==> src/rtl/mips_macros.svh <==
`ifndef MIPS_MACROS_SVH
`define MIPS_MACROS_SVH

// Primary opcodes.
`define OP_RTYPE 6'b000000
`define OP_J     6'b000010
`define OP_JAL   6'b000011
`define OP_BEQ   6'b000100
`define OP_BNE   6'b000101
`define OP_ADDI  6'b001000
`define OP_ADDIU 6'b001001
`define OP_SLTI  6'b001010
`define OP_SLTIU 6'b001011
`define OP_ORI   6'b001101
`define OP_XORI  6'b001110
`define OP_LUI   6'b001111
`define OP_LW    6'b100011
`define OP_SW    6'b101011

// Function codes for R-type.
`define FN_SLL   6'b000000
`define FN_SRL   6'b000010
`define FN_SRA   6'b000011
`define FN_ADDU  6'b100001
`define FN_SUBU  6'b100011
`define FN_AND   6'b100100
`define FN_OR    6'b100101
`define FN_XOR   6'b100110
`define FN_NOR   6'b100111
`define FN_SLT   6'b101010
`define FN_SLTU  6'b101011

`define DMEM_WORDS 256

`endif

==> src/rtl/mips_pkg.sv <==
`default_nettype none

package mips_pkg;

    typedef struct packed {
        logic [5:0] op;
        logic [4:0] rs;
        logic [4:0] rt;
        logic [4:0] rd;
        logic [4:0] shamt;
        logic [5:0] funct;
    } r_fmt_t;

    typedef struct packed {
        logic [5:0]  op;
        logic [4:0]  rs;
        logic [4:0]  rt;
        logic [15:0] imm;
    } i_fmt_t;

    // Same word, seen as R-type or as I-type.
    typedef union packed {
        r_fmt_t r;
        i_fmt_t i;
    } instr_u;

    typedef enum logic [3:0] {
        ALU_ADD    = 4'b0000,
        ALU_SUB    = 4'b0001,
        ALU_AND    = 4'b0010,
        ALU_OR     = 4'b0011,
        ALU_NOR    = 4'b0100,
        ALU_XOR    = 4'b0101,
        ALU_SLL    = 4'b0110,
        ALU_SRA    = 4'b0111,
        ALU_SRL    = 4'b1000,
        ALU_SLT    = 4'b1001,
        ALU_SLTU   = 4'b1010,
        ALU_BCMP   = 4'b1110, // Branch compare, done as sub.
        ALU_PASS_B = 4'b1111
    } alu_op_e;

    typedef struct packed {
        logic    reg_write;
        logic    alu_shamt;
        logic    alu_imm;
        alu_op_e alu_op;
        logic    mem_to_reg;
        logic    mem_write;
        logic    branch_eq;
        logic    branch_ne;
        logic    jump;
    } ctrl_t;

    typedef struct packed {
        logic        we;
        logic [4:0]  waddr;
        logic [31:0] wdata;
        logic [31:0] next_pc;
    } retire_t;

endpackage

`default_nettype wire

==> src/rtl/alu.sv <==
`timescale 1ns/1ps
`default_nettype none

module alu
    import mips_pkg::*;
(
    input  alu_op_e     op,
    input  logic [31:0] a,
    input  logic [31:0] b,
    input  logic [4:0]  shamt,
    input  logic        use_shamt,
    output logic [31:0] y
);

    logic [4:0] sh;

    // Variable shifts take their amount from rs.
    assign sh = use_shamt ? shamt : a[4:0];

    always_comb begin
        case (op)
            ALU_ADD:    y = a + b;
            ALU_SUB,
            ALU_BCMP:   y = a - b;
            ALU_AND:    y = a & b;
            ALU_OR:     y = a | b;
            ALU_NOR:    y = ~(a | b);
            ALU_XOR:    y = a ^ b;
            ALU_SLL:    y = b << sh;
            ALU_SRA:    y = $signed(b) >>> sh;
            ALU_SRL:    y = b >> sh;
            ALU_SLT:    y = {31'b0, $signed(a) < $signed(b)};
            ALU_SLTU:   y = {31'b0, a < b};
            ALU_PASS_B: y = b; // LUI and JAL.
            default:    y = '0;
        endcase
    end

endmodule

`default_nettype wire

==> config.mk <==
export PLATFORM = sky130hd
export DESIGN_NAME = alu
export DESIGN_NICKNAME = d
export VERILOG_FILES = /design/src/rtl/mips_macros.svh /design/src/rtl/mips_pkg.sv /design/src/rtl/alu.sv
export SDC_FILE = /design/constraint.sdc
export NUM_CORES = 1
export LEC_CHECK = 0
export ABC_AREA = 0
export BUFFER_PORTS_ARGS = -buffer_cell sky130_fd_sc_hd__buf_2
export CAP_MARGIN = 30
export CELL_PAD_IN_SITES_DETAIL_PLACEMENT = 0
export CELL_PAD_IN_SITES_GLOBAL_PLACEMENT = 1
export CORE_ASPECT_RATIO = 1.1
export CORE_UTILIZATION = 45
export DETAILED_ROUTE_END_ITERATION = 10
export GPL_TIMING_DRIVEN = 0
export PLACE_DENSITY = 0.86
export SYNTH_ARGS = -nofsm -noshare
export SYNTH_HDL_FRONTEND = slang
export SYNTH_SLANG_ARGS = --single-unit
==> constraint.sdc <==
create_clock -name vclk -period 6.8
set_input_delay 1.7 -clock vclk [all_inputs]
set_output_delay 1.7 -clock vclk [all_outputs]
set_load 0.01 [all_outputs]
==> impl_metrics.ini <==
[status]
status = complete, but fails checks
violations = negative setup slack

[worst_setup_path]
crit_family = buffers and inverters
cp.depth = 10
slowest_delay_ns = 0.87
cp-startpoint = op[3]
cp_num_buf_inv = 4
arrival_ns = 5.12
path_cells = buf_2 -> clkbuf_1 -> nand2_1 -> nor2_1 -> clkbuf_1 -> a21oi_1 -> o311ai_0 -> a221oi_1 -> o21ai_0 -> buf_2
start_kind = input port
endpoint_kind = output port
crit_type = in2out
cp_slowest_cell = nor2_1
cp.required_ns = 5.10
path_max_fanout = 10

[synthesis]
ys_types = 79
seq_area_frac_synth_pct = 0
syn_inst = 1410
netlist_top_cells_area = ha_1 13%, mux2i_1 12%, a21oi_1 6.5%
yosysTopAreaCell = ha_1
ys_warn_count = 0
synth_top_area_share_pct = 13.45
syn_area_per_cell_um2 = 6.664
syn-num-nets = 1587
synth_area_um2 = 9397

[cells_and_area]
stdcell_area_um2 = 10460
n_clock_buffer = 0
num-fill-cells = 2167
utilization_pct = 51.01
area_delta_synth_final_pct = 11.32
diodes = 0
seqCellArea_um2 = 0
drive_gt1_share_pct = 14.41
fin_nets = 1692
multi_input_area_um2 = 8735
n_sequential_cell = 0

[hold_path]
hold_end = y[1]
worstHoldStart = b[1]
min_path_type = in2out
whs_path_depth = 4

[grt]
antenna_found_initial = 0
grt_max_degree = 13
grt_use_total_pct = 49.90
grt-ovfl-total = 0
grtUsageMet2_pct = 76.86
grt_use_met3_pct = 9.748
top_usage_layer = met2
grt_pass1_wl_um = 79530
grt_pass1_vias = 11900
gr-usage-met1_pct = 62.79

[die]
dieArea_um2 = 21460
core_area_um2 = 20510
die_y_um = 153.6
boundaryPins = 106
die_x_um = 139.8
start_util_pct = 45.82
row_count = 55

[sta]
worstMarginPinSlew_ns = 1.084
slew_viol_final = 0
period_minus_slack_ns = 6.822
hold_violations = 0
setup_slack_ns = -0.02225
fin_crit_sh_pct = 100.3
rsz0062_at_grt = yes
setup_viol = 6
timing.slew.headroom_pct = 27.50
max_freq_mhz = 146.6

[drt]
wl_per_cell_um = 31.21
vias_per_cell = 7.422
routed_wl_um = 55210
drtIter0Drc = 2014
dr.pass1.iters = 8
drc = 0
route.vias.total = 13130
final_antenna_net_count = 0

[power_and_ir_drop]
p_clk_share_pct = 0
ir_drop_mv = 0.05642
swShare_pct = 67.57
leakage_nw = 4.626
power_switching_mw = 0.7360
power_density_nw_per_um2 = 104.1
seq_power_share_pct = 0
p_int_mw = 0.3532
combPwrFrac_pct = 100.0

[place]
place_congestion = 1.082
hpwl_um = 44790
pre_cts_ws_ns = -0.5898
portBuffers = 105
place_area_um2 = 10270

[run]
maxCapViolCount = 0

[clock_network]
cts-hold-fix-buffers = 0
## Yosys cell counts (5+ instances only)
cell and number:
o221ai_1 14, o31ai_1 10, nor3_1 33, o21bai_1 13, mux4_2 19, nand3_1 29, buf_2 24, nor4_1 5
o311ai_0 8, and3_1 9, inv_1 95, o31a_1 7, a221o_1 14, a32oi_1 5, mux2_2 7, o21ai_0 102
a222oi_1 6, a22o_1 7, o2111ai_1 10, a211o_1 8, a31oi_1 21, nor2_1 123, a211oi_1 19, a21o_1 22
ha_1 101, nor2b_1 12, nor4bb_1 5, o21a_1 7, nand4_1 11, o211ai_1 35, a221oi_1 27, and2_1 5
nand2_1 157, nand2b_1 14, mux2i_1 112, o22ai_1 27, buf_1 7, clkbuf_1 68, buf_4 8, a21oi_1 122
a22oi_1 10
## layout make-up
class | count | area share, %
Timing Repair Buffer | 112 | 5.538
Tap cell | 256 | 3.062
Buffer | 101 | 4.486
Inverter | 95 | 3.409
Multi-Input combinational cell | 1205 | 83.51
## kinds of logic after synthesis
family / synth area share, %
simple gates: 20.48
buf+inv: 9.068
compound gates: 38.52
xor+xnor: 0.2797
fa+ha+maj: 13.87
mux: 17.78
## routing by layer
metal  part of all wire (%)  routed length [um]  up-vias
li1                       -                   -     5554
met5                      0                   0        -
met1                     37               20390     6167
met2                     42               23260     1129
met3                     12                6705      279
met4                    8.8                4858        0
## placed cells by master, fill, tap and decap left out, types with 10 or more instances in the layout
cell type	count
nand2_1	157
buf_2	130
nor2_1	123
a21oi_1	118
mux2i_1	108
o21ai_0	100
ha_1	98
inv_1	94
clkbuf_1	57
o211ai_1	35
nor3_1	32
nand3_1	29
a221oi_1	27
o22ai_1	26
a21o_1	22
mux4_2	19
a31oi_1	19
a211oi_1	16
nand2b_1	14
o221ai_1	14
a221o_1	14
o21bai_1	13
nor2b_1	11
nand4_1	11
buf_4	10
o2111ai_1	10
a22oi_1	10
## per-stage QoR
step / hold WS [ns] / power (mW) / std cells / TNS, ns
final: 3.867 / 1.089 / 1769 / -0.08249
after CTS: 3.871 / 1.016 / 1771 / 0
after global routing: 3.910 / 1.127 / 1769 / -0.04940
after global placement: 3.869 / 1.002 / 1771 / -3.914
after detailed placement: 3.865 / 1.002 / 1775 / -3.551
after floorplan: 3.569 / 0.6268 / 1410 / 0
## how the worst max path moves through the flow
stage                     slack [ns]    end
after floorplan                 0.76  y[31]
after global placement         -0.56  y[23]
after detailed placement       -0.59  y[31]
after CTS                      0.006   y[0]
after global routing           -0.05   y[0]
final                          -0.02  y[14]
## power groups by stage
stage / Clock, mW / Sequential [mW] / Combinational, mW
6_report: 0 / 0 / 1.09
5_1_grt: 0 / 0 / 1.13
4_1_cts: 0 / 0 / 1.02
3_5_place_dp: 0 / 0 / 1.00
3_3_place_gp: 0 / 0 / 1.00
2_1_floorplan: 0 / 0 / 0.627
## what timing repair did
| action | CTS | global route |
|---|---|---|
| endpoints found under the setup margin | 15 | 22 |
| pin swaps | 0 | 10 |
| resized for setup | 18 | 29 |
| buffers inserted | 0 | 2 |
| hold endpoints to repair | 0 | 0 |
| cloned | 0 | 0 |
Power figures use the tool's default switching activity.
