`config.mk`:
```
export PLATFORM = sky130hd
export DESIGN_NAME = branch_unit
export DESIGN_NICKNAME = d
export VERILOG_FILES = /design/src/rtl/mips_macros.svh /design/src/rtl/mips_pkg.sv /design/src/rtl/branch_unit.sv
export SDC_FILE = /design/constraint.sdc
export NUM_CORES = 1
export LEC_CHECK = 0
export BUFFER_PORTS_ARGS = -buffer_cell sky130_fd_sc_hd__buf_2
export CORE_MARGIN = 4
export CORE_UTILIZATION = 35
export CTS_CLUSTER_SIZE = 14
export DETAILED_ROUTE_END_ITERATION = 8
export PLACE_DENSITY = 0.71
export REMOVE_ABC_BUFFERS = 1
export SLEW_MARGIN = 5
export SYNTH_ARGS = -nofsm -noshare
export SYNTH_HDL_FRONTEND = slang
export SYNTH_SLANG_ARGS = --single-unit
```
`constraint.sdc`:
```
create_clock -name clk -period 5.5 [get_ports clk]
set_input_delay 0.55 -clock clk [delete_from_list [all_inputs] [get_ports clk]]
set_output_delay 0.55 -clock clk [all_outputs]
set_load 0.02 [all_outputs]
```
`src/rtl/mips_macros.svh`:
```
`ifndef MIPS_MACROS_SVH
`define MIPS_MACROS_SVH

// Primary opcodes.
`define OP_RTYPE 6'b000000
`define OP_J     6'b000010
`define OP_JAL   6'b000011
`define OP_BEQ   6'b000100
`define OP_BNE   6'b000101
`define OP_ADDI  6'b001000
`define OP_ADDIU 6'b001001
`define OP_SLTI  6'b001010
`define OP_SLTIU 6'b001011
`define OP_ORI   6'b001101
`define OP_XORI  6'b001110
`define OP_LUI   6'b001111
`define OP_LW    6'b100011
`define OP_SW    6'b101011

// Function codes for R-type.
`define FN_SLL   6'b000000
`define FN_SRL   6'b000010
`define FN_SRA   6'b000011
`define FN_ADDU  6'b100001
`define FN_SUBU  6'b100011
`define FN_AND   6'b100100
`define FN_OR    6'b100101
`define FN_XOR   6'b100110
`define FN_NOR   6'b100111
`define FN_SLT   6'b101010
`define FN_SLTU  6'b101011

`define DMEM_WORDS 256

`endif

```
`src/rtl/mips_pkg.sv`:
```
`default_nettype none

package mips_pkg;

    typedef struct packed {
        logic [5:0] op;
        logic [4:0] rs;
        logic [4:0] rt;
        logic [4:0] rd;
        logic [4:0] shamt;
        logic [5:0] funct;
    } r_fmt_t;

    typedef struct packed {
        logic [5:0]  op;
        logic [4:0]  rs;
        logic [4:0]  rt;
        logic [15:0] imm;
    } i_fmt_t;

    // Same word, seen as R-type or as I-type.
    typedef union packed {
        r_fmt_t r;
        i_fmt_t i;
    } instr_u;

    typedef enum logic [3:0] {
        ALU_ADD    = 4'b0000,
        ALU_SUB    = 4'b0001,
        ALU_AND    = 4'b0010,
        ALU_OR     = 4'b0011,
        ALU_NOR    = 4'b0100,
        ALU_XOR    = 4'b0101,
        ALU_SLL    = 4'b0110,
        ALU_SRA    = 4'b0111,
        ALU_SRL    = 4'b1000,
        ALU_SLT    = 4'b1001,
        ALU_SLTU   = 4'b1010,
        ALU_BCMP   = 4'b1110, // Branch compare, done as sub.
        ALU_PASS_B = 4'b1111
    } alu_op_e;

    typedef struct packed {
        logic    reg_write;
        logic    alu_shamt;
        logic    alu_imm;
        alu_op_e alu_op;
        logic    mem_to_reg;
        logic    mem_write;
        logic    branch_eq;
        logic    branch_ne;
        logic    jump;
    } ctrl_t;

    typedef struct packed {
        logic        we;
        logic [4:0]  waddr;
        logic [31:0] wdata;
        logic [31:0] next_pc;
    } retire_t;

endpackage

`default_nettype wire

```
`src/rtl/branch_unit.sv`:
```
`timescale 1ns/1ps
`default_nettype none

module branch_unit
    import mips_pkg::*;
(
    input  logic        clk,
    input  logic        arst_n,
    input  instr_u      instr,
    input  ctrl_t       ctrl,
    input  logic [31:0] rs_val,
    input  logic [31:0] rt_val,
    input  logic [31:0] imm,
    output logic [31:0] pc,
    output logic [31:0] next_pc
);

    logic [31:0] pc_plus4;
    logic [31:0] jump_target;
    logic        taken;

    assign pc_plus4 = pc + 32'd4;
    assign taken    = (ctrl.branch_eq && rs_val == rt_val) ||
                      (ctrl.branch_ne && rs_val != rt_val);

    // J target spans rs, rt and imm of the I view.
    assign jump_target = {pc_plus4[31:28], instr.i.rs, instr.i.rt, instr.i.imm, 2'b00};

    always_comb begin
        if (ctrl.jump) begin
            next_pc = jump_target;
        end else if (taken) begin
            next_pc = pc_plus4 + imm; // No delay slot.
        end else begin
            next_pc = pc_plus4;
        end
    end

    always_ff @(posedge clk or negedge arst_n) begin
        if (!arst_n) begin
            pc <= '0;
        end else begin
            pc <= next_pc;
        end
    end

    a_pc_aligned: assert property (@(posedge clk) disable iff (!arst_n) pc[1:0] == 2'b00)
        else $error("branch_unit: pc not word aligned");

endmodule

`default_nettype wire

```
==> results by group <==
Timing
  • Tmin final: 5.12 ns
  • Fmax: 0.195 GHz
  • Setup TNS: 0 ns
  • # setup viols final: 0
  • Clk_skew: 0.00659 ns
  • Final Hold Viols: 0
  • RSZ-0062 raised after global routing: no
  • Final Slew Violations: 0
  • Slew HR: 0.475
  • Final period utilization: 0.931
  • Slew at the pin closest to its max-slew limit: 0.787 ns

Placement
  • Port Buffer Count: 190
  • DP Area: 0.00525 sq mm
  • Routability cong.: 0.949
  • DP HPWL: 11700 um

Die
  • Starting Density: 0.360
  • Die area: 0.0137 sq mm
  • Top-level port count: 206
  • Rows: 39
  • Die height: 117 um
  • Die width: 117 um
  • Core box area: 0.0115 sq mm

Power and ir drop
  • Seq pwr share: 0.197
  • Switching Fraction: 0.462
  • Clk pwr share: 0.185
  • Max VDD drop: 0.121 mV
  • Psw: 0.810 mW
  • Leak: 2.56 nW
  • Pwr dens: 324 mW/mm^2
  • P_int: 0.942 mW
  • Comb power frac: 0.618

Clock network
  • Clk slew on worst S/H paths: 0.06 ns
  • Max clock buf depth: 2
  • CTS tree: built
  • H-Tree Depth: 2
  • Clk root buf: clkbuf_16
  • CTS Hold Buffers Added: 0
  • Postcts setup bufs: 0
  • CTS buffer count: 5
  • Worst-Skew Late Latency: 0.28 ns
  • # clock sinks: 32
  • Post-cts sizing count: 0

Critical path
  • Worst R2R Path Depth: 14
  • Worst setup SP type: flop
  • RR Startpoint: pc[4]
  • CP Capture Type: output port
  • Reg2reg setup slack: 1.32 ns
  • Worst R2R End: pc[30]
  • CP Max Fanout: 6
  • Critical path class: reg2out
  • Crit path DAT: 4.57 ns
  • WP data required: 4.95 ns

Yosys
  • Top post-synthesis cells by count: xnor2_1 (64), a21oi_1 (51), nor2_1 (49)
  • Post-synth EDFFs: 0
  • FF+latch count, synth: 32
  • Most used DFF post-synth: dfrtp_1
  • Post-synth top area share: 0.193
  • Syn_area_per_cell: 7.89 sq um
  • Synth Instances: 526
  • Yosys cell types: 62
  • Yosys Warn Count: 0
  • Asr flop ratio synth: 1.00
  • Seq/Total Area, Yosys: 0.193
  • Post-synthesis cell area: 0.00415 sq mm
  • Synth top area cells: dfrtp_1 (19%), xnor2_1 (14%), ha_1 (12%)
  • Most frequent cell after synthesis: xnor2_1
  • Yosys top cell by area: dfrtp_1

Detailed routing
  • Starting DRT DRC Count: 185
  • Antenna-violating nets left: 0
  • Drt via density: 5.34
  • Drt pass-1 iters: 5
  • Via count: 4561
  • DRC viols: 0
  • DRT Wirelength: 14200 um
  • Wirelength per Cell: 16.6 um

Final layout
  • Biggest register: pc
  • Fillers: 1183
  • Max reg flops: 32
  • Area Growth Syn to Fin: 30.4%
  • Diode count: 0
  • Largest registers: pc (32)
  • Layout cells sized above 1: 0.314
  • Post-route cell area: 0.00541 sq mm
  • Nets: 893

Run
  • MaxCap Viol Count: 0

Global routing
  • Number of global-route vias before repair: 4450
  • Largest net degree at the start of global routing: 33
  • Tot GR Track Use: 0.203
  • Grt total ovfl: 0
  • Wire length of the first global-routing pass: 21600 um
  • Initial antenna violation count: 0

Min path
  • Hold crit path type: in2async

Outcome
  • Status: finished, final reports clean
-- layout by cell type, fill, tap and decap left out, types with 7 or more instances in the layout --
| cell | instances |
|---|---|
| a21o_1 | 14 |
| a21oi_1 | 51 |
| a31oi_1 | 7 |
| buf_2 | 190 |
| dfrtp_1 | 32 |
| ha_1 | 40 |
| inv_1 | 14 |
| nand2_1 | 40 |
| nand3_1 | 21 |
| nand4_1 | 14 |
| nor2_1 | 49 |
| nor3_1 | 19 |
| o21a_1 | 13 |
| o21ai_0 | 19 |
| or3_1 | 7 |
| xnor2_1 | 64 |
| xor2_1 | 11 |
-- cells by family after synthesis --
kind of cell,Yosys count,share of synthesized area
simple gates,191,0.234
compound gates,147,0.234
xor+xnor,75,0.158
fa+ha+maj,41,0.125
flops,32,0.193
buf+inv,30,0.0283
mux,10,0.0271
-- critical path, stage by stage (launching register included) --
cell and delay, ns:
dfrtp_1 0.43, and4_1 0.31, and4_1 0.37, and2b_2 0.25, nand2b_1 0.23, xnor2_1 0.38
ha_1 0.33, and3_1 0.20, o21ai_1 0.11, a21oi_1 0.06, a211oi_1 0.30, a21oi_1 0.14
o31ai_1 0.34, mux2_2 0.38, nor3_1 0.25, buf_2 0.22
-- power by group through the flow --
stage	clock [mW]	sequential, mW	combinational, mW
2_1_floorplan	0	0.400	0.703
3_3_place_gp	0	0.345	1.07
3_5_place_dp	0	0.348	1.07
4_1_cts	0.338	0.344	1.08
5_1_grt	0.342	0.352	1.20
6_report	0.325	0.344	1.08
-- through the flow --
| step | hold WS (ns) | power [mW] | std cells | utilization | worst slack [ns] |
|---|---|---|---|---|---|
| finish | 0.351 | 1.75 | 854 | 0.470 | 0.379 |
| floorplan | 0.254 | 1.10 | 510 | - | 1.19 |
| global route | 0.418 | 1.89 | 854 | 0.470 | 0.0503 |
| detailed placement | 0.603 | 1.42 | 846 | 0.456 | 0.706 |
| global placement | 0.599 | 1.42 | 846 | 0.456 | 0.731 |
| CTS | 0.383 | 1.76 | 854 | 0.470 | 0.367 |
-- layer usage --
layer	up-vias	global-route usage	routed length (um)
met5	-	0	0
met4	0	0.0612	251
met3	18	0.0488	1080
met2	175	0.347	6770
met1	2078	0.253	6080
li1	2290	-	-
-- how the worst max path moves through the flow --
stage / start / end / cells past startpoint
2_1_floorplan: pc[4] / next_pc[30] / 14
3_3_place_gp: pc[4] / next_pc[30] / 15
3_5_place_dp: pc[4] / next_pc[30] / 15
4_1_cts: pc[4] / next_pc[30] / 15
5_1_grt: pc[4] / next_pc[30] / 15
6_report: pc[4] / next_pc[30] / 15
-- cell type report --
cell class / instances / area [sq um] / share of cell area
Multi-Input combinational cell: 464 / 3240 / 0.599
Timing Repair Buffer: 193 / 973 / 0.180
Sequential cell: 32 / 801 / 0.148
Tap cell: 143 / 179 / 0.0331
Clock buffer: 6 / 129 / 0.0238
Inverter: 14 / 52.6 / 0.00971
Clock inverter: 2 / 35.0 / 0.00648
(Power assumes the default switching activity.)
