==> config.mk <==
export PLATFORM = sky130hd
export DESIGN_NAME = reg_file
export DESIGN_NICKNAME = d
export VERILOG_FILES = /design/src/rtl/mips_macros.svh /design/src/rtl/reg_file.sv
export SDC_FILE = /design/constraint.sdc
export NUM_CORES = 2
export LEC_CHECK = 0
export BUFFER_PORTS_ARGS = -buffer_cell sky130_fd_sc_hd__buf_4
export CELL_PAD_IN_SITES_DETAIL_PLACEMENT = 1
export CELL_PAD_IN_SITES_GLOBAL_PLACEMENT = 2
export CORE_MARGIN = 2
export CORE_UTILIZATION = 25
export DETAILED_ROUTE_END_ITERATION = 8
export GPL_TIMING_DRIVEN = 0
export HOLD_SLACK_MARGIN = 0.1
export MAX_ROUTING_LAYER = met4
export PLACE_DENSITY_LB_ADDON = 0.1
export SYNTH_ARGS = -nofsm -noshare
export SYNTH_HDL_FRONTEND = slang
export SYNTH_SLANG_ARGS = --single-unit
export TNS_END_PERCENT = 50
==> constraint.sdc <==
create_clock -name clk -period 3.6 [get_ports clk]
set_input_delay 0.54 -clock clk [delete_from_list [all_inputs] [get_ports clk]]
set_output_delay 0.54 -clock clk [all_outputs]
set_load 0.02 [all_outputs]
==> src/rtl/mips_macros.svh <==
`ifndef MIPS_MACROS_SVH
`define MIPS_MACROS_SVH

// Primary opcodes.
`define OP_RTYPE 6'b000000
`define OP_J     6'b000010
`define OP_JAL   6'b000011
`define OP_BEQ   6'b000100
`define OP_BNE   6'b000101
`define OP_ADDI  6'b001000
`define OP_ADDIU 6'b001001
`define OP_SLTI  6'b001010
`define OP_SLTIU 6'b001011
`define OP_ORI   6'b001101
`define OP_XORI  6'b001110
`define OP_LUI   6'b001111
`define OP_LW    6'b100011
`define OP_SW    6'b101011

// Function codes for R-type.
`define FN_SLL   6'b000000
`define FN_SRL   6'b000010
`define FN_SRA   6'b000011
`define FN_ADDU  6'b100001
`define FN_SUBU  6'b100011
`define FN_AND   6'b100100
`define FN_OR    6'b100101
`define FN_XOR   6'b100110
`define FN_NOR   6'b100111
`define FN_SLT   6'b101010
`define FN_SLTU  6'b101011

`define DMEM_WORDS 256

`endif

==> src/rtl/reg_file.sv <==
`timescale 1ns/1ps
`default_nettype none

module reg_file (
    input  logic        clk,
    input  logic        arst_n,
    input  logic [4:0]  ra1,
    input  logic [4:0]  ra2,
    input  logic [4:0]  wa,
    input  logic        we,
    input  logic [31:0] wd,
    output logic [31:0] rd1,
    output logic [31:0] rd2
);

    logic [31:0] regs [1:31];

    always_ff @(posedge clk or negedge arst_n) begin
        if (!arst_n) begin
            for (int i = 1; i < 32; i++) begin
                regs[i] <= '0;
            end
        end else if (we && wa != 5'd0) begin
            regs[wa] <= wd; // Register 0 stays zero.
        end
    end

    assign rd1 = (ra1 == 5'd0) ? 32'd0 : regs[ra1];
    assign rd2 = (ra2 == 5'd0) ? 32'd0 : regs[ra2];

    a_wd_known: assert property (@(posedge clk) disable iff (!arst_n) we |-> !$isunknown(wd))
        else $error("reg_file: unknown write data");

endmodule

`default_nettype wire

==> flow_summary.html <==
<table>
<tr><th>Metric</th><th>Value</th></tr>
<tr><th colspan="2">Global route</th></tr>
<tr><td>Number of global-route vias before repair</td><td>38.8k</td></tr>
<tr><td>Global route total overflow</td><td>0</td></tr>
<tr><td>Maximum number of pins on one net before global-route repair</td><td>162</td></tr>
<tr><td>Initial antenna violation count</td><td>29</td></tr>
<tr><td>Global-route wire length before repair</td><td>380,000 um</td></tr>
<tr><td>Global-route usage over all layers</td><td>27.0%</td></tr>
<tr><th colspan="2">Finish</th></tr>
<tr><td>Fillcell total</td><td>22.3k</td></tr>
<tr><td>Number of flip-flops under the largest register name</td><td>992</td></tr>
<tr><td>Fin nets</td><td>3,950</td></tr>
<tr><td>Area taken by flip-flops and latches</td><td>0.0248 mm2</td></tr>
<tr><td>Area of the multi-input gates</td><td>0.0268 mm2</td></tr>
<tr><td>Most common cell after layout, fill and taps aside</td><td>mux2_2</td></tr>
<tr><td>Largest regs</td><td>regs x992</td></tr>
<tr><td>Post-route standard cell area excluding fillers</td><td>0.0637 mm2</td></tr>
<tr><td>Area delta synth-&gt;final</td><td>19.1%</td></tr>
<tr><td>Layout cell share with drive strength beyond 1</td><td>51.4%</td></tr>
<tr><td>Most flop-heavy register</td><td>regs</td></tr>
<tr><td>Final cell count without fillers</td><td>6,837</td></tr>
<tr><td>Commonest cells after routing, fill and taps aside</td><td>mux2_2, dfrtp_1, mux4_2, mux2i_1, buf_4</td></tr>
<tr><td>Post-Route Utilization</td><td>30.0%</td></tr>
<tr><th colspan="2">CTS</th></tr>
<tr><td>Clock-pin slew on the worst setup and hold paths</td><td>0.06 ns</td></tr>
<tr><td>Number of sinks on the clock net</td><td>992</td></tr>
<tr><td>H-Tree Depth</td><td>4</td></tr>
<tr><td>Clock latency at the later pin of the worst-skew pair</td><td>0.81 ns</td></tr>
<tr><td>Root Driver</td><td>clkbuf_16</td></tr>
<tr><td>Buffer depth of the longest clock path</td><td>3</td></tr>
<tr><td>TritonCTS clock tree</td><td>yes</td></tr>
<tr><td>CTS Buf Count</td><td>136</td></tr>
<tr><th colspan="2">Power</th></tr>
<tr><td>Static Leak</td><td>0.0274 uW</td></tr>
<tr><td>Share of total power in sequential cells</td><td>40.2%</td></tr>
<tr><td>Sw Share</td><td>29.9%</td></tr>
<tr><td>Combinational fraction of design power</td><td>21.5%</td></tr>
<tr><td>Clk network pwr share</td><td>38.3%</td></tr>
<tr><td>Power density normalized to cell area</td><td>587 mW/mm2</td></tr>
<tr><td>Highest ir drop seen on vdd</td><td>0.489 mV</td></tr>
<tr><td>Power spent charging and discharging nets</td><td>11,200 uW</td></tr>
<tr><td>Cell internal power dissipation</td><td>26,200 uW</td></tr>
<tr><th colspan="2">STA</th></tr>
<tr><td>Final Hold Slack</td><td>0.424 ns</td></tr>
<tr><td>Total count of hold-check failures in the final report</td><td>0</td></tr>
<tr><td>Fin Clk Skew</td><td>0 ns</td></tr>
<tr><td>Count of final setup violators</td><td>11</td></tr>
<tr><td>Final-report max-slew violation count</td><td>21</td></tr>
<tr><td>Slew at the pin closest to its max-slew limit</td><td>1.57 ns</td></tr>
<tr><td>Minimum period implied by the final worst setup slack</td><td>3.67 ns</td></tr>
<tr><td>Max-slew headroom</td><td>-4.84%</td></tr>
<tr><td>Setup ws final</td><td>-0.0660 ns</td></tr>
<tr><td>Setup repair after global routing missed its margin</td><td>yes</td></tr>
<tr><td>F_max</td><td>273 MHz</td></tr>
<tr><td>Final cycle utilization of the critical path</td><td>102%</td></tr>
<tr><th colspan="2">Floorplan</th></tr>
<tr><td>Die Outline Area</td><td>0.218 mm2</td></tr>
<tr><td>IO Count</td><td>114</td></tr>
<tr><td>Die Height</td><td>467 um</td></tr>
<tr><td>Standard-cell row count</td><td>169</td></tr>
<tr><td>Placeable core region</td><td>0.212 mm2</td></tr>
<tr><td>Starting utilization of the core area</td><td>25.2%</td></tr>
<tr><td>Die X</td><td>467 um</td></tr>
<tr><th colspan="2">Drt</th></tr>
<tr><td># DRC</td><td>0</td></tr>
<tr><td>Number of routed nets with antenna violations</td><td>0</td></tr>
<tr><td>Final routed wirelength across all metal layers</td><td>286,000 um</td></tr>
<tr><td>Routed vias</td><td>37.1k</td></tr>
<tr><td>Number of iterations in the first detailed-routing pass</td><td>5</td></tr>
<tr><td>Wire length per cell</td><td>41.8 um</td></tr>
<tr><td>DR iter-0 viols</td><td>2,988</td></tr>
<tr><td>Vias per inst</td><td>5.42</td></tr>
<tr><th colspan="2">Logic synthesis</th></tr>
<tr><td>Post-synthesis net count</td><td>3,662</td></tr>
<tr><td>Cell count after synthesis</td><td>3,612</td></tr>
<tr><td>Async set or reset register ratio after synthesis</td><td>100%</td></tr>
<tr><td>Post-synthesis sequential area ratio</td><td>46.4%</td></tr>
<tr><td>Dominant synthesized flop cell</td><td>dfrtp_1</td></tr>
<tr><td>Netlist Area Pre-Place</td><td>0.0535 mm2</td></tr>
<tr><td>Yosys warning total</td><td>0</td></tr>
<tr><td>Mean Syn Cell Area</td><td>14.8 um2</td></tr>
<tr><td>Number of library cell types mapped by synthesis</td><td>46</td></tr>
<tr><td>Seq cells post-synth</td><td>992</td></tr>
<tr><td>Count of flip-flops with a built-in enable after synthesis</td><td>0</td></tr>
<tr><th colspan="2">Setup path</th></tr>
<tr><td>Worst Path Arrival</td><td>3.13 ns</td></tr>
<tr><td>Required time reported for the critical path endpoint</td><td>3.06 ns</td></tr>
<tr><td>CP Capture Type</td><td>output pin</td></tr>
<tr><td>Path type of the worst setup path</td><td>input port to output pin</td></tr>
<tr><td>Startpoint type of the worst setup path</td><td>input port</td></tr>
<tr><td>CP max FO</td><td>10</td></tr>
<tr><th colspan="2">Place</th></tr>
<tr><td>Setup slack at placement</td><td>-1.53 ns</td></tr>
<tr><td>Total placed instance area</td><td>0.0581 mm2</td></tr>
<tr><td>Post-DP HPWL</td><td>189,000 um</td></tr>
<tr><td>Number of port buffers</td><td>104</td></tr>
<tr><td>Number of cells after detailed placement</td><td>6,548</td></tr>
<tr><td>Final GP Congestion</td><td>0.873</td></tr>
<tr><th colspan="2">Run status</th></tr>
<tr><td>Outcome</td><td>finished, violations left</td></tr>
<tr><td>Failing checks</td><td>capacitance limit, slew limit, setup timing</td></tr>
<tr><th colspan="2">Job</th></tr>
<tr><td>Reported max-cap violation count</td><td>2</td></tr>
<tr><th colspan="2">Hold path</th></tr>
<tr><td>Class of the tightest hold or removal check</td><td>input port to async pin</td></tr>
</table>
kinds of logic after synthesis:
group                  count (synthesis)  synth area share, %
muxes                               1713                 43.4
DFF                                  992                 46.4
buffers and inverters                401                 3.66
AOI/OAI and AO/OA                    303                 4.51
and+or+nand+nor                      203                 2.05
critical path: stages:
cell	delay [ns]
buf_2	0.33
buf_4	0.42
buf_4	0.44
mux4_2	0.28
mux2i_1	0.09
a22oi_1	0.30
o31a_1	0.43
buf_4	0.22
what timing repair did:
| item | 4_1_cts | 5_1_grt |
|---|---|---|
| pin swaps | 7 | 1 |
| buffers inserted | 4 | 0 |
| endpoints found under the setup margin | 64 | 29 |
| hold buffers | 33 | 0 |
| gates resized for setup | 176 | 26 |
| hold endpoints to repair | 163 | 0 |
area by class of cell:
cell class	count	share of cell area (%)
well taps	2821	5.54
repair buffers	152	2.29
inverters	9	0.0648
clock inverters	35	0.715
diodes	9	0.0353
multi-input cells	2219	42.0
clock buffers	210	6.56
flip-flops and latches	992	39.0
plain buffers	390	3.80
path summary, 6_finish.rpt:
kind | cells after the start | start | slack [ns] | to
min | 2 | arst_n | 0.42 | regs[4]$_DFFE_PN0P_
min in group clk | 1 | regs[772]$_DFFE_PN0P_ | 0.51 | regs[772]$_DFFE_PN0P_
max reg2reg | 1 | regs[537]$_DFFE_PN0P_ | 2.73 | regs[537]$_DFFE_PN0P_
min reg2reg | 1 | regs[772]$_DFFE_PN0P_ | 0.51 | regs[772]$_DFFE_PN0P_
max | 8 | ra2[1] | -0.07 | rd2[21]
max in group asynchronous | 4 | arst_n | 1.00 | regs[335]$_DFFE_PN0P_
layer usage:
metal  up-vias  wire (um)  part of all wire, %  GRT usage (%)
met5         -          0                    0              -
met1     20900     131000                   46           36.8
li1      14700          -                    -              -
met2      1159     131000                   46           41.0
met4         0      11600                  4.1           9.74
met3       419      12100                  4.2           3.45
metrics by stage:
stage	total power (uW)	setup TNS, ns
finish	37400	-0.271
global route	39000	-0.0569
CTS	37800	-0.568
detailed placement	23200	-53.73
global placement	23000	-
floorplan	19900	0
power groups by stage:
stage	clock (uW)	sequential (uW)	combinational, uW
5_1_grt	15100	15400	8490
4_1_cts	14700	15000	8090
2_1_floorplan	0	14500	5380
6_report	14300	15000	8040
3_5_place_dp	0	15200	7970
3_3_place_gp	0	15100	7820
Yosys cell counts (4+ instances only):
master	instances	area [um2]
nand2_1	21	78.8
dfrtp_1	992	24800
mux4_2	377	8490
buf_6	14	158
o21a_1	8	60.1
nor2_1	33	124
or3_1	7	43.8
a22oi_1	102	766
buf_4	38	285
mux2_2	1050	11800
o211ai_1	32	240
o32ai_1	8	70.1
nand2b_1	9	56.3
buf_2	162	811
nand3_1	16	80.1
mux2i_1	267	2670
o31a_1	28	245
nor3_1	32	160
and3_1	29	181
o22ai_1	18	113
inv_1	7	26.3
a221oi_1	43	377
nor2b_1	44	275
a22o_1	4	35.0
buf_1	16	60.1
mux2_1	19	214
clkbuf_1	161	604
a2111oi_0	10	87.6
o22a_1	16	140
a221o_1	17	170
o21ai_0	8	40.0
a211oi_1	4	30.0
No activity file was read; power rests on OpenSTA's default activity.
