**src/rtl/mips_macros.svh**
```systemverilog
`ifndef MIPS_MACROS_SVH
`define MIPS_MACROS_SVH

// Primary opcodes.
`define OP_RTYPE 6'b000000
`define OP_J     6'b000010
`define OP_JAL   6'b000011
`define OP_BEQ   6'b000100
`define OP_BNE   6'b000101
`define OP_ADDI  6'b001000
`define OP_ADDIU 6'b001001
`define OP_SLTI  6'b001010
`define OP_SLTIU 6'b001011
`define OP_ORI   6'b001101
`define OP_XORI  6'b001110
`define OP_LUI   6'b001111
`define OP_LW    6'b100011
`define OP_SW    6'b101011

// Function codes for R-type.
`define FN_SLL   6'b000000
`define FN_SRL   6'b000010
`define FN_SRA   6'b000011
`define FN_ADDU  6'b100001
`define FN_SUBU  6'b100011
`define FN_AND   6'b100100
`define FN_OR    6'b100101
`define FN_XOR   6'b100110
`define FN_NOR   6'b100111
`define FN_SLT   6'b101010
`define FN_SLTU  6'b101011

`define DMEM_WORDS 256

`endif

```
**src/rtl/mips_pkg.sv**
```systemverilog
`default_nettype none

package mips_pkg;

    typedef struct packed {
        logic [5:0] op;
        logic [4:0] rs;
        logic [4:0] rt;
        logic [4:0] rd;
        logic [4:0] shamt;
        logic [5:0] funct;
    } r_fmt_t;

    typedef struct packed {
        logic [5:0]  op;
        logic [4:0]  rs;
        logic [4:0]  rt;
        logic [15:0] imm;
    } i_fmt_t;

    // Same word, seen as R-type or as I-type.
    typedef union packed {
        r_fmt_t r;
        i_fmt_t i;
    } instr_u;

    typedef enum logic [3:0] {
        ALU_ADD    = 4'b0000,
        ALU_SUB    = 4'b0001,
        ALU_AND    = 4'b0010,
        ALU_OR     = 4'b0011,
        ALU_NOR    = 4'b0100,
        ALU_XOR    = 4'b0101,
        ALU_SLL    = 4'b0110,
        ALU_SRA    = 4'b0111,
        ALU_SRL    = 4'b1000,
        ALU_SLT    = 4'b1001,
        ALU_SLTU   = 4'b1010,
        ALU_BCMP   = 4'b1110, // Branch compare, done as sub.
        ALU_PASS_B = 4'b1111
    } alu_op_e;

    typedef struct packed {
        logic    reg_write;
        logic    alu_shamt;
        logic    alu_imm;
        alu_op_e alu_op;
        logic    mem_to_reg;
        logic    mem_write;
        logic    branch_eq;
        logic    branch_ne;
        logic    jump;
    } ctrl_t;

    typedef struct packed {
        logic        we;
        logic [4:0]  waddr;
        logic [31:0] wdata;
        logic [31:0] next_pc;
    } retire_t;

endpackage

`default_nettype wire

```
**src/rtl/decode.sv**
```systemverilog
`timescale 1ns/1ps
`default_nettype none

`include "mips_macros.svh"

module decode
    import mips_pkg::*;
(
    input  instr_u      instr,
    input  logic [31:0] pc,
    output ctrl_t       ctrl,
    output logic [4:0]  rs,
    output logic [4:0]  rt,
    output logic [4:0]  rd_sel,
    output logic [4:0]  shamt,
    output logic [31:0] imm
);

    logic        sign_ext;
    logic [1:0]  imm_type; // 00 ext, 01 ext<<16, 10 ext<<2, 11 pc+4.
    logic [1:0]  reg_dst;  // 00 none, 01 rd, 10 rt, 11 r31.
    logic [31:0] ext_imm;

    // Fields: sign, imm_type, reg_dst, then ctrl_t from reg_write down to jump.
    always_comb begin
        {sign_ext, imm_type, reg_dst, ctrl} = '0;
        if (instr.r.op == `OP_RTYPE) begin
            case (instr.r.funct)
                `FN_ADDU: {sign_ext, imm_type, reg_dst, ctrl} = 17'b0_00_01_1_0_0_0000_0_0_0_0_0;
                `FN_SUBU: {sign_ext, imm_type, reg_dst, ctrl} = 17'b0_00_01_1_0_0_0001_0_0_0_0_0;
                `FN_AND:  {sign_ext, imm_type, reg_dst, ctrl} = 17'b0_00_01_1_0_0_0010_0_0_0_0_0;
                `FN_OR:   {sign_ext, imm_type, reg_dst, ctrl} = 17'b0_00_01_1_0_0_0011_0_0_0_0_0;
                `FN_NOR:  {sign_ext, imm_type, reg_dst, ctrl} = 17'b0_00_01_1_0_0_0100_0_0_0_0_0;
                `FN_XOR:  {sign_ext, imm_type, reg_dst, ctrl} = 17'b0_00_01_1_0_0_0101_0_0_0_0_0;
                `FN_SLL:  {sign_ext, imm_type, reg_dst, ctrl} = 17'b0_00_01_1_1_0_0110_0_0_0_0_0;
                `FN_SRA:  {sign_ext, imm_type, reg_dst, ctrl} = 17'b0_00_01_1_1_0_0111_0_0_0_0_0;
                `FN_SRL:  {sign_ext, imm_type, reg_dst, ctrl} = 17'b0_00_01_1_1_0_1000_0_0_0_0_0;
                `FN_SLT:  {sign_ext, imm_type, reg_dst, ctrl} = 17'b0_00_01_1_0_0_1001_0_0_0_0_0;
                `FN_SLTU: {sign_ext, imm_type, reg_dst, ctrl} = 17'b0_00_01_1_0_0_1010_0_0_0_0_0;
                default:  {sign_ext, imm_type, reg_dst, ctrl} = '0;
            endcase
        end else begin
            case (instr.i.op)
                `OP_ADDIU: {sign_ext, imm_type, reg_dst, ctrl} = 17'b1_00_10_1_0_1_0000_0_0_0_0_0;
                `OP_ADDI:  {sign_ext, imm_type, reg_dst, ctrl} = 17'b0_00_10_1_0_1_0000_0_0_0_0_0;
                `OP_ORI:   {sign_ext, imm_type, reg_dst, ctrl} = 17'b0_00_10_1_0_1_0011_0_0_0_0_0;
                `OP_XORI:  {sign_ext, imm_type, reg_dst, ctrl} = 17'b0_00_10_1_0_1_0101_0_0_0_0_0;
                `OP_SLTI:  {sign_ext, imm_type, reg_dst, ctrl} = 17'b1_00_10_1_0_1_1001_0_0_0_0_0;
                `OP_SLTIU: {sign_ext, imm_type, reg_dst, ctrl} = 17'b0_00_10_1_0_1_1010_0_0_0_0_0;
                `OP_LUI:   {sign_ext, imm_type, reg_dst, ctrl} = 17'b0_01_10_1_0_1_1111_0_0_0_0_0;
                `OP_BEQ:   {sign_ext, imm_type, reg_dst, ctrl} = 17'b1_10_00_0_0_1_1110_0_0_1_0_0;
                `OP_BNE:   {sign_ext, imm_type, reg_dst, ctrl} = 17'b1_10_00_0_0_1_1110_0_0_0_1_0;
                `OP_LW:    {sign_ext, imm_type, reg_dst, ctrl} = 17'b1_00_10_1_0_1_0000_1_0_0_0_0;
                `OP_SW:    {sign_ext, imm_type, reg_dst, ctrl} = 17'b1_00_00_0_0_1_0000_0_1_0_0_0;
                `OP_J:     {sign_ext, imm_type, reg_dst, ctrl} = 17'b0_00_00_0_0_0_0000_0_0_0_0_1;
                `OP_JAL:   {sign_ext, imm_type, reg_dst, ctrl} = 17'b0_11_11_1_0_1_1111_0_0_0_0_1;
                default:   {sign_ext, imm_type, reg_dst, ctrl} = '0;
            endcase
        end
    end

    assign rs    = instr.i.rs;
    assign rt    = instr.i.rt;
    assign shamt = instr.r.shamt;

    always_comb begin
        case (reg_dst)
            2'b01:   rd_sel = instr.r.rd;
            2'b10:   rd_sel = instr.i.rt;
            2'b11:   rd_sel = 5'd31; // Link register.
            default: rd_sel = 5'd0;
        endcase
    end

    assign ext_imm = sign_ext ? {{16{instr.i.imm[15]}}, instr.i.imm} : {16'b0, instr.i.imm};

    always_comb begin
        case (imm_type)
            2'b01:   imm = ext_imm << 16;
            2'b10:   imm = ext_imm << 2;  // Branch offset in bytes.
            2'b11:   imm = pc + 32'd4;    // Return address for JAL.
            default: imm = ext_imm;
        endcase
    end

    a_one_flow: assert final ($onehot0({ctrl.branch_eq, ctrl.branch_ne, ctrl.jump}))
        else $error("decode: more than one flow control set");

endmodule

`default_nettype wire

```
**config.mk**
```make
export PLATFORM = sky130hd
export DESIGN_NAME = decode
export DESIGN_NICKNAME = d
export VERILOG_FILES = /design/src/rtl/mips_pkg.sv /design/src/rtl/decode.sv
export VERILOG_INCLUDE_DIRS = /design/src /design/src/rtl
export SDC_FILE = /design/constraint.sdc
export NUM_CORES = 1
export LEC_CHECK = 0
export BUFFER_PORTS_ARGS = -buffer_cell sky130_fd_sc_hd__clkbuf_2
export CAP_MARGIN = 10
export CORE_ASPECT_RATIO = 1.1
export CORE_MARGIN = 2
export CORE_UTILIZATION = 30
export DETAILED_ROUTE_END_ITERATION = 7
export SYNTH_ARGS = -nofsm -noshare
export SYNTH_HDL_FRONTEND = slang
export SYNTH_SLANG_ARGS = --single-unit
```
**constraint.sdc**
```tcl
create_clock -name vclk -period 4.4
set_input_delay 0.22 -clock vclk [all_inputs]
set_output_delay 0.22 -clock vclk [all_outputs]
set_load 0.03 [all_outputs]
```
==> out/qor.csv, run 1 <==
stage,metric,value,unit
status,run status,"finished, final reports clean",
cts,post-cts hold buffer count,0,
setup_path,Startpoint Class,primary input,
grt,number of global-route vias before repair,2346,
cells_and_area,share of post-route cells with drive strength above 1,33.9,%
setup_path,chain of cells forming the critical path,clkbuf_2 -> inv_1 -> ha_1 -> nor3_1 -> o21a_1 -> nor2_1 -> nand2_1 -> o21ai_0 -> clkbuf_2,
setup_path,capturing element type of the critical path,output port,
route,routed length per instance,15.8,µm
route,remaining number of nets flagged by the antenna check after routing,0,
die,die extent in x,80.8,µm
die,number of placement rows,30,
sta,max frequency,339,MHz
setup_path,arrival time of the worst setup path,2.73,ns
placement,HPWL Detailed,6230,µm
sta,Fin Hold WS,0.440,ns
min_path,Min-Delay Path Class,in -> out,
cts,total setup buffers inserted after CTS,0,
logic_synthesis,syn_area_per_cell,6.22,µm²
cells_and_area,count of fill cells added during filler insertion,739,
die,I/O pin total,128,
setup_path,kind of cell with the highest combined delay on the critical path,simple AND/OR/NAND/NOR gates,
power,largest vdd supply drop,0.0422,mV
power,sequential group share of total power,0,%
cells_and_area,diode count,0,
flow_run,Max-Cap Viols,0,
logic_synthesis,count of different cell masters after synthesis,51,
die,floorplan die area,7150,µm²
sta,Fin. Hold Viols,0,
die,die height,88.5,µm
sta,Relative slew margins,29.5,%
cells_and_area,number of clock-tree buffers in the layout,0,
sta,Worst Max-Slew Pin Slew,1.06,ns
cells_and_area,highest-count cells in the layout ignoring fill and taps,"clkbuf_2, o21ai_0, nor2_1",
setup_path,"Max FO, Critical Path",15,
setup_path,cell with the largest stage delay on the worst path,nor2_1,
setup_path,dominant cell type by count on the critical path,clkbuf_2,
power,Clk pwr share,0,%
sta,time the final worst path needs with I/O delays and setup,2.95,ns
grt,Congestion Overflow GR,0,
grt,global routing usage summed across all routing layers,19.8,%
placement,GP Congestion,0.865,
route,count of routing violations after the opening detailed-route iteration,118,
cells_and_area,sequential standard cell area,0,µm²
setup_path,required time reported for the critical path endpoint,4.18,ns
route,ratio of routed vias to standard cells,5.55,
power,power density normalized to cell area,97.2,nW/µm²
setup_path,CP peak stage delay,0.76,ns
power,portion of total power attributed to combinational logic,100.0,%
sta,Total Neg Setup Slack,0,ns
cells_and_area,synthesis-to-finish area growth,26.9,%
power,switching share of total power,66.1,%
sta,count of endpoints failing setup in the final report,0,
logic_synthesis,Mapped Area,1950,µm²
sta,Final Max Slew Viols,0,
power,Pleak,1.14,nW
setup_path,"Worst Path Class, Setup",in -> out,
grt,maximum number of pins on one net before global-route repair,22,
route,via count,2651,
setup_path,crit path buf inv count,3,
logic_synthesis,count of yosys warnings during synthesis,0,
cells_and_area,count of flip-flops and latches,0,
logic_synthesis,portion of the post-synthesis area used by sequential elements,0,%
placement,total of buffers placed on input and output ports,118,
grt,initial antenna violation count,0,
power,net load switching power,159,µW
power,Int Power,81.3,µW
cts,post_cts resized,0,
die,Starting Density,31.2,%
logic_synthesis,Post-Synthesis Cells,313,
cells_and_area,"most common cell after layout, fill and taps aside",clkbuf_2,
die,CORE AREA,6230,µm²
logic_synthesis,post-synth net total,381,
cells_and_area,number of nets at the end of the flow,468,
sta,setup repair after global routing missed its margin,false,
route,Total Wirelength,7540,µm
sta,share of the clock period used by the worst path after layout,67.0,%
grt,global-route wire length before repair,11400,µm
route,count of unresolved DRC violations after routing,0,
route,first-pass iteration count of the detailed router,4,
## path summary, 6_finish.rpt
| check | end | depth (start not counted) | startpoint | slack (ns) |
|---|---|---|---|---|
| max | imm[15] | 9 | instr[27] | 1.45 |
| min | rs[0] | 0 | instr[21] | 0.44 |
## metal layers
layer	track usage [%]	vias up	share of wire, %
met5	0	-	0
met4	3.08	0	1.5
met3	0.510	8	5.4
met2	35.2	91	50
met1	27.1	1226	43
li1	-	1326	-
## area by class of cell
class / instances / area (µm²) / share of cell area, %
multi-input combinational: 270 / 1730 / 70.1
timing repair buffer: 121 / 613 / 24.8
inverter: 7 / 26.3 / 1.06
tap: 80 / 100 / 4.05
## power groups by stage
stage,sequential (mW),clock [mW],combinational (mW)
after CTS,0,0,0.240
final,0,0,0.240
after global placement,0,0,0.238
after global routing,0,0,0.260
after detailed placement,0,0,0.240
after floorplan,0,0,0.162
## per-stage QoR
stage	setup WS (ns)	area (µm²)	cells	power, mW	util [%]
after floorplan	2.02	1950	313	0.162	-
after global placement	1.59	2470	478	0.238	39.7
after detailed placement	1.54	2470	478	0.240	39.7
after CTS	1.54	2470	478	0.240	39.7
after global routing	1.24	2470	478	0.260	39.7
final	1.45	2470	478	0.240	39.7
## cell families (layout without fill, tap and decap cells)
kind of cell / after synthesis / count (layout) / synth area share, %
muxes: 4 / 4 / 2.06
adders and majority gates: 4 / 4 / 2.57
AOI/OAI and AO/OA: 96 / 96 / 32.7
buffers and inverters: 43 / 128 / 11.4
and+or+nand+nor: 140 / 140 / 39.6
xor gates and xnor gates: 26 / 26 / 11.7
## Yosys cell counts (all sizes together), types with 5 or more instances
library cell	n	share of area, %
nand3	19	4.9
a221o	10	5.3
buf	18	6.6
nor3	8	2.1
xnor2	16	7.2
clkbuf	18	3.5
nor4	5	1.9
inv	7	1.3
nand4	12	4.6
a21oi	20	5.1
nand2b	8	2.6
xor2	10	4.5
nor2	27	5.2
a22o	5	2.2
and3	6	1.9
or2	5	1.6
nand2	25	4.8
o21ai	33	8.5
Power figures use the tool's default switching activity.
==> run 2, diff against run 1 <==
- clock period: 4.4 -> 2.35 ns (I/O delays scaled with it)
==> run 2 against run 1 <==
Sequential cell count did not move. Utilization up 1.8 points. Highest routed layer unchanged. Via count grew 2.6%. Critical path depth unchanged. Sequential share of layout area unchanged. Global-route usage is 0.53 points higher. Wire length rose by 4.4%. Critical endpoint is now imm[19]. Hold slack worse by 0.21 ns. First-iteration DRC count is 39% higher. Count of clock-buffer cells in the layout stayed put.
==> out/qor.csv, run 2 (synthesis results as in run 1) <==
stage,metric,value,unit
status,run status,"finished, final reports clean",
setup_path,chain of cells forming the critical path,clkbuf_2 -> inv_1 -> ha_1 -> or3b_2 -> o21ai_0 -> a21oi_1 -> buf_4 -> or2_2 -> clkbuf_2,
die,I/O pin total,128,
grt,global routing usage summed across all routing layers,20.3,%
sta,Final Max Slew Viols,0,
sta,Total Neg Setup Slack,0,ns
setup_path,capturing element type of the critical path,output port,
cells_and_area,sequential standard cell area,0,µm²
route,via count,2720,
sta,setup repair after global routing missed its margin,false,
setup_path,CP peak stage delay,0.48,ns
cts,total setup buffers inserted after CTS,0,
sta,max frequency,446,MHz
min_path,Min-Delay Path Class,in -> out,
placement,total of buffers placed on input and output ports,118,
route,count of routing violations after the opening detailed-route iteration,164,
setup_path,"Worst Path Class, Setup",in -> out,
route,remaining number of nets flagged by the antenna check after routing,0,
grt,global-route wire length before repair,11700,µm
setup_path,arrival time of the worst setup path,2.12,ns
setup_path,dominant cell type by count on the critical path,clkbuf_2,
setup_path,required time reported for the critical path endpoint,2.23,ns
min_path,hold worst-path end,rs[0],
die,die height,88.5,µm
cells_and_area,share of post-route cells with drive strength above 1,36.6,%
die,floorplan die area,7150,µm²
sta,Worst Max-Slew Pin Slew,0.581,ns
die,Starting Density,31.2,%
placement,HPWL Detailed,6610,µm
setup_path,cell with the largest stage delay on the worst path,or3b_2,
cells_and_area,number of clock-tree buffers in the layout,0,
cells_and_area,diode count,0,
grt,initial antenna violation count,0,
cells_and_area,count of flip-flops and latches,0,
placement,GP Congestion,0.936,
grt,Congestion Overflow GR,0,
power,total power consumption of the routed design,462,µW
route,first-pass iteration count of the detailed router,4,
min_path,hold_sp,instr[21],
setup_path,"Max FO, Critical Path",8,
cells_and_area,number of nets at the end of the flow,483,
route,ratio of routed vias to standard cells,5.52,
cells_and_area,highest-count cells in the layout ignoring fill and taps,"clkbuf_2, o21ai_0, nor2_1",
die,die extent in x,80.8,µm
grt,number of global-route vias before repair,2453,
die,CORE AREA,6230,µm²
power,Pleak,1.22,nW
sta,Relative slew margins,61.2,%
power,power density normalized to cell area,179,nW/µm²
min_path,number of cells on the worst hold path,0,
cells_and_area,"most common cell after layout, fill and taps aside",clkbuf_2,
route,Total Wirelength,7870,µm
grt,maximum number of pins on one net before global-route repair,22,
flow_run,Max-Cap Viols,0,
die,number of placement rows,30,
sta,share of the clock period used by the worst path after layout,95.4,%
setup_path,Startpoint Class,primary input,
power,largest vdd supply drop,0.0746,mV
sta,count of endpoints failing setup in the final report,0,
cells_and_area,synthesis-to-finish area growth,32.8,%
sta,time the final worst path needs with I/O delays and setup,2.24,ns
route,routed length per instance,16.0,µm
sta,Fin. Hold Viols,0,
route,count of unresolved DRC violations after routing,0,
## run 2: how the worst max path moves through the flow
stage               startpoint  endpoint
floorplan            instr[26]    imm[5]
global placement     instr[27]    imm[8]
detailed placement   instr[27]    imm[1]
CTS                  instr[27]    imm[1]
global route         instr[27]   imm[19]
finish               instr[27]   imm[19]
## run 2: area by class of cell
cell class	instances	area [µm²]
fill	707	3640
multi-input combinational	270	1730
timing repair buffer	136	726
tap	80	100
inverter	7	26.3
## run 2: what timing repair did
action | in CTS | in global routing
resized for setup | 0 | 2
endpoints found under the setup margin | 0 | 17
hold buffers | 0 | 0
## run 2: metrics by stage
step | hold slack (ns) | cell area (µm²) | cells | worst slack (ns) | utilization (%)
floorplan | 0.367 | 1950 | 313 | 0.173 | -
global placement | 0.235 | 2580 | 493 | 0.0853 | 41.5
detailed placement | 0.235 | 2580 | 493 | 0.00381 | 41.5
CTS | 0.235 | 2580 | 493 | 0.0161 | 41.5
global route | 0.235 | 2590 | 493 | 0.0221 | 41.5
finish | 0.235 | 2590 | 493 | 0.108 | 41.5
## run 2: power by group
part	internal, mW	leakage, nW	switching, mW
logic	0.161	1.22	0.301
registers	0	0	0
clock network	0	0	0
total	0.161	1.22	0.301
## run 2: critical path, delay by kind of cell
family          cells  cell delay, ns
compound gates      2            0.23
fa+ha+maj           1            0.30
buf+inv             4            0.66
simple gates        2            0.80
## run 2: routing by layer
| metal | wire length (µm) | global-route usage (%) | vias to the layer above |
|---|---|---|---|
| met3 | 441 | 0.918 | 8 |
| met4 | 153 | 4.62 | 0 |
| met2 | 4100 | 39.1 | 107 |
| met1 | 3170 | 24.6 | 1247 |
| li1 | - | - | 1358 |
| met5 | 0 | 0 | - |
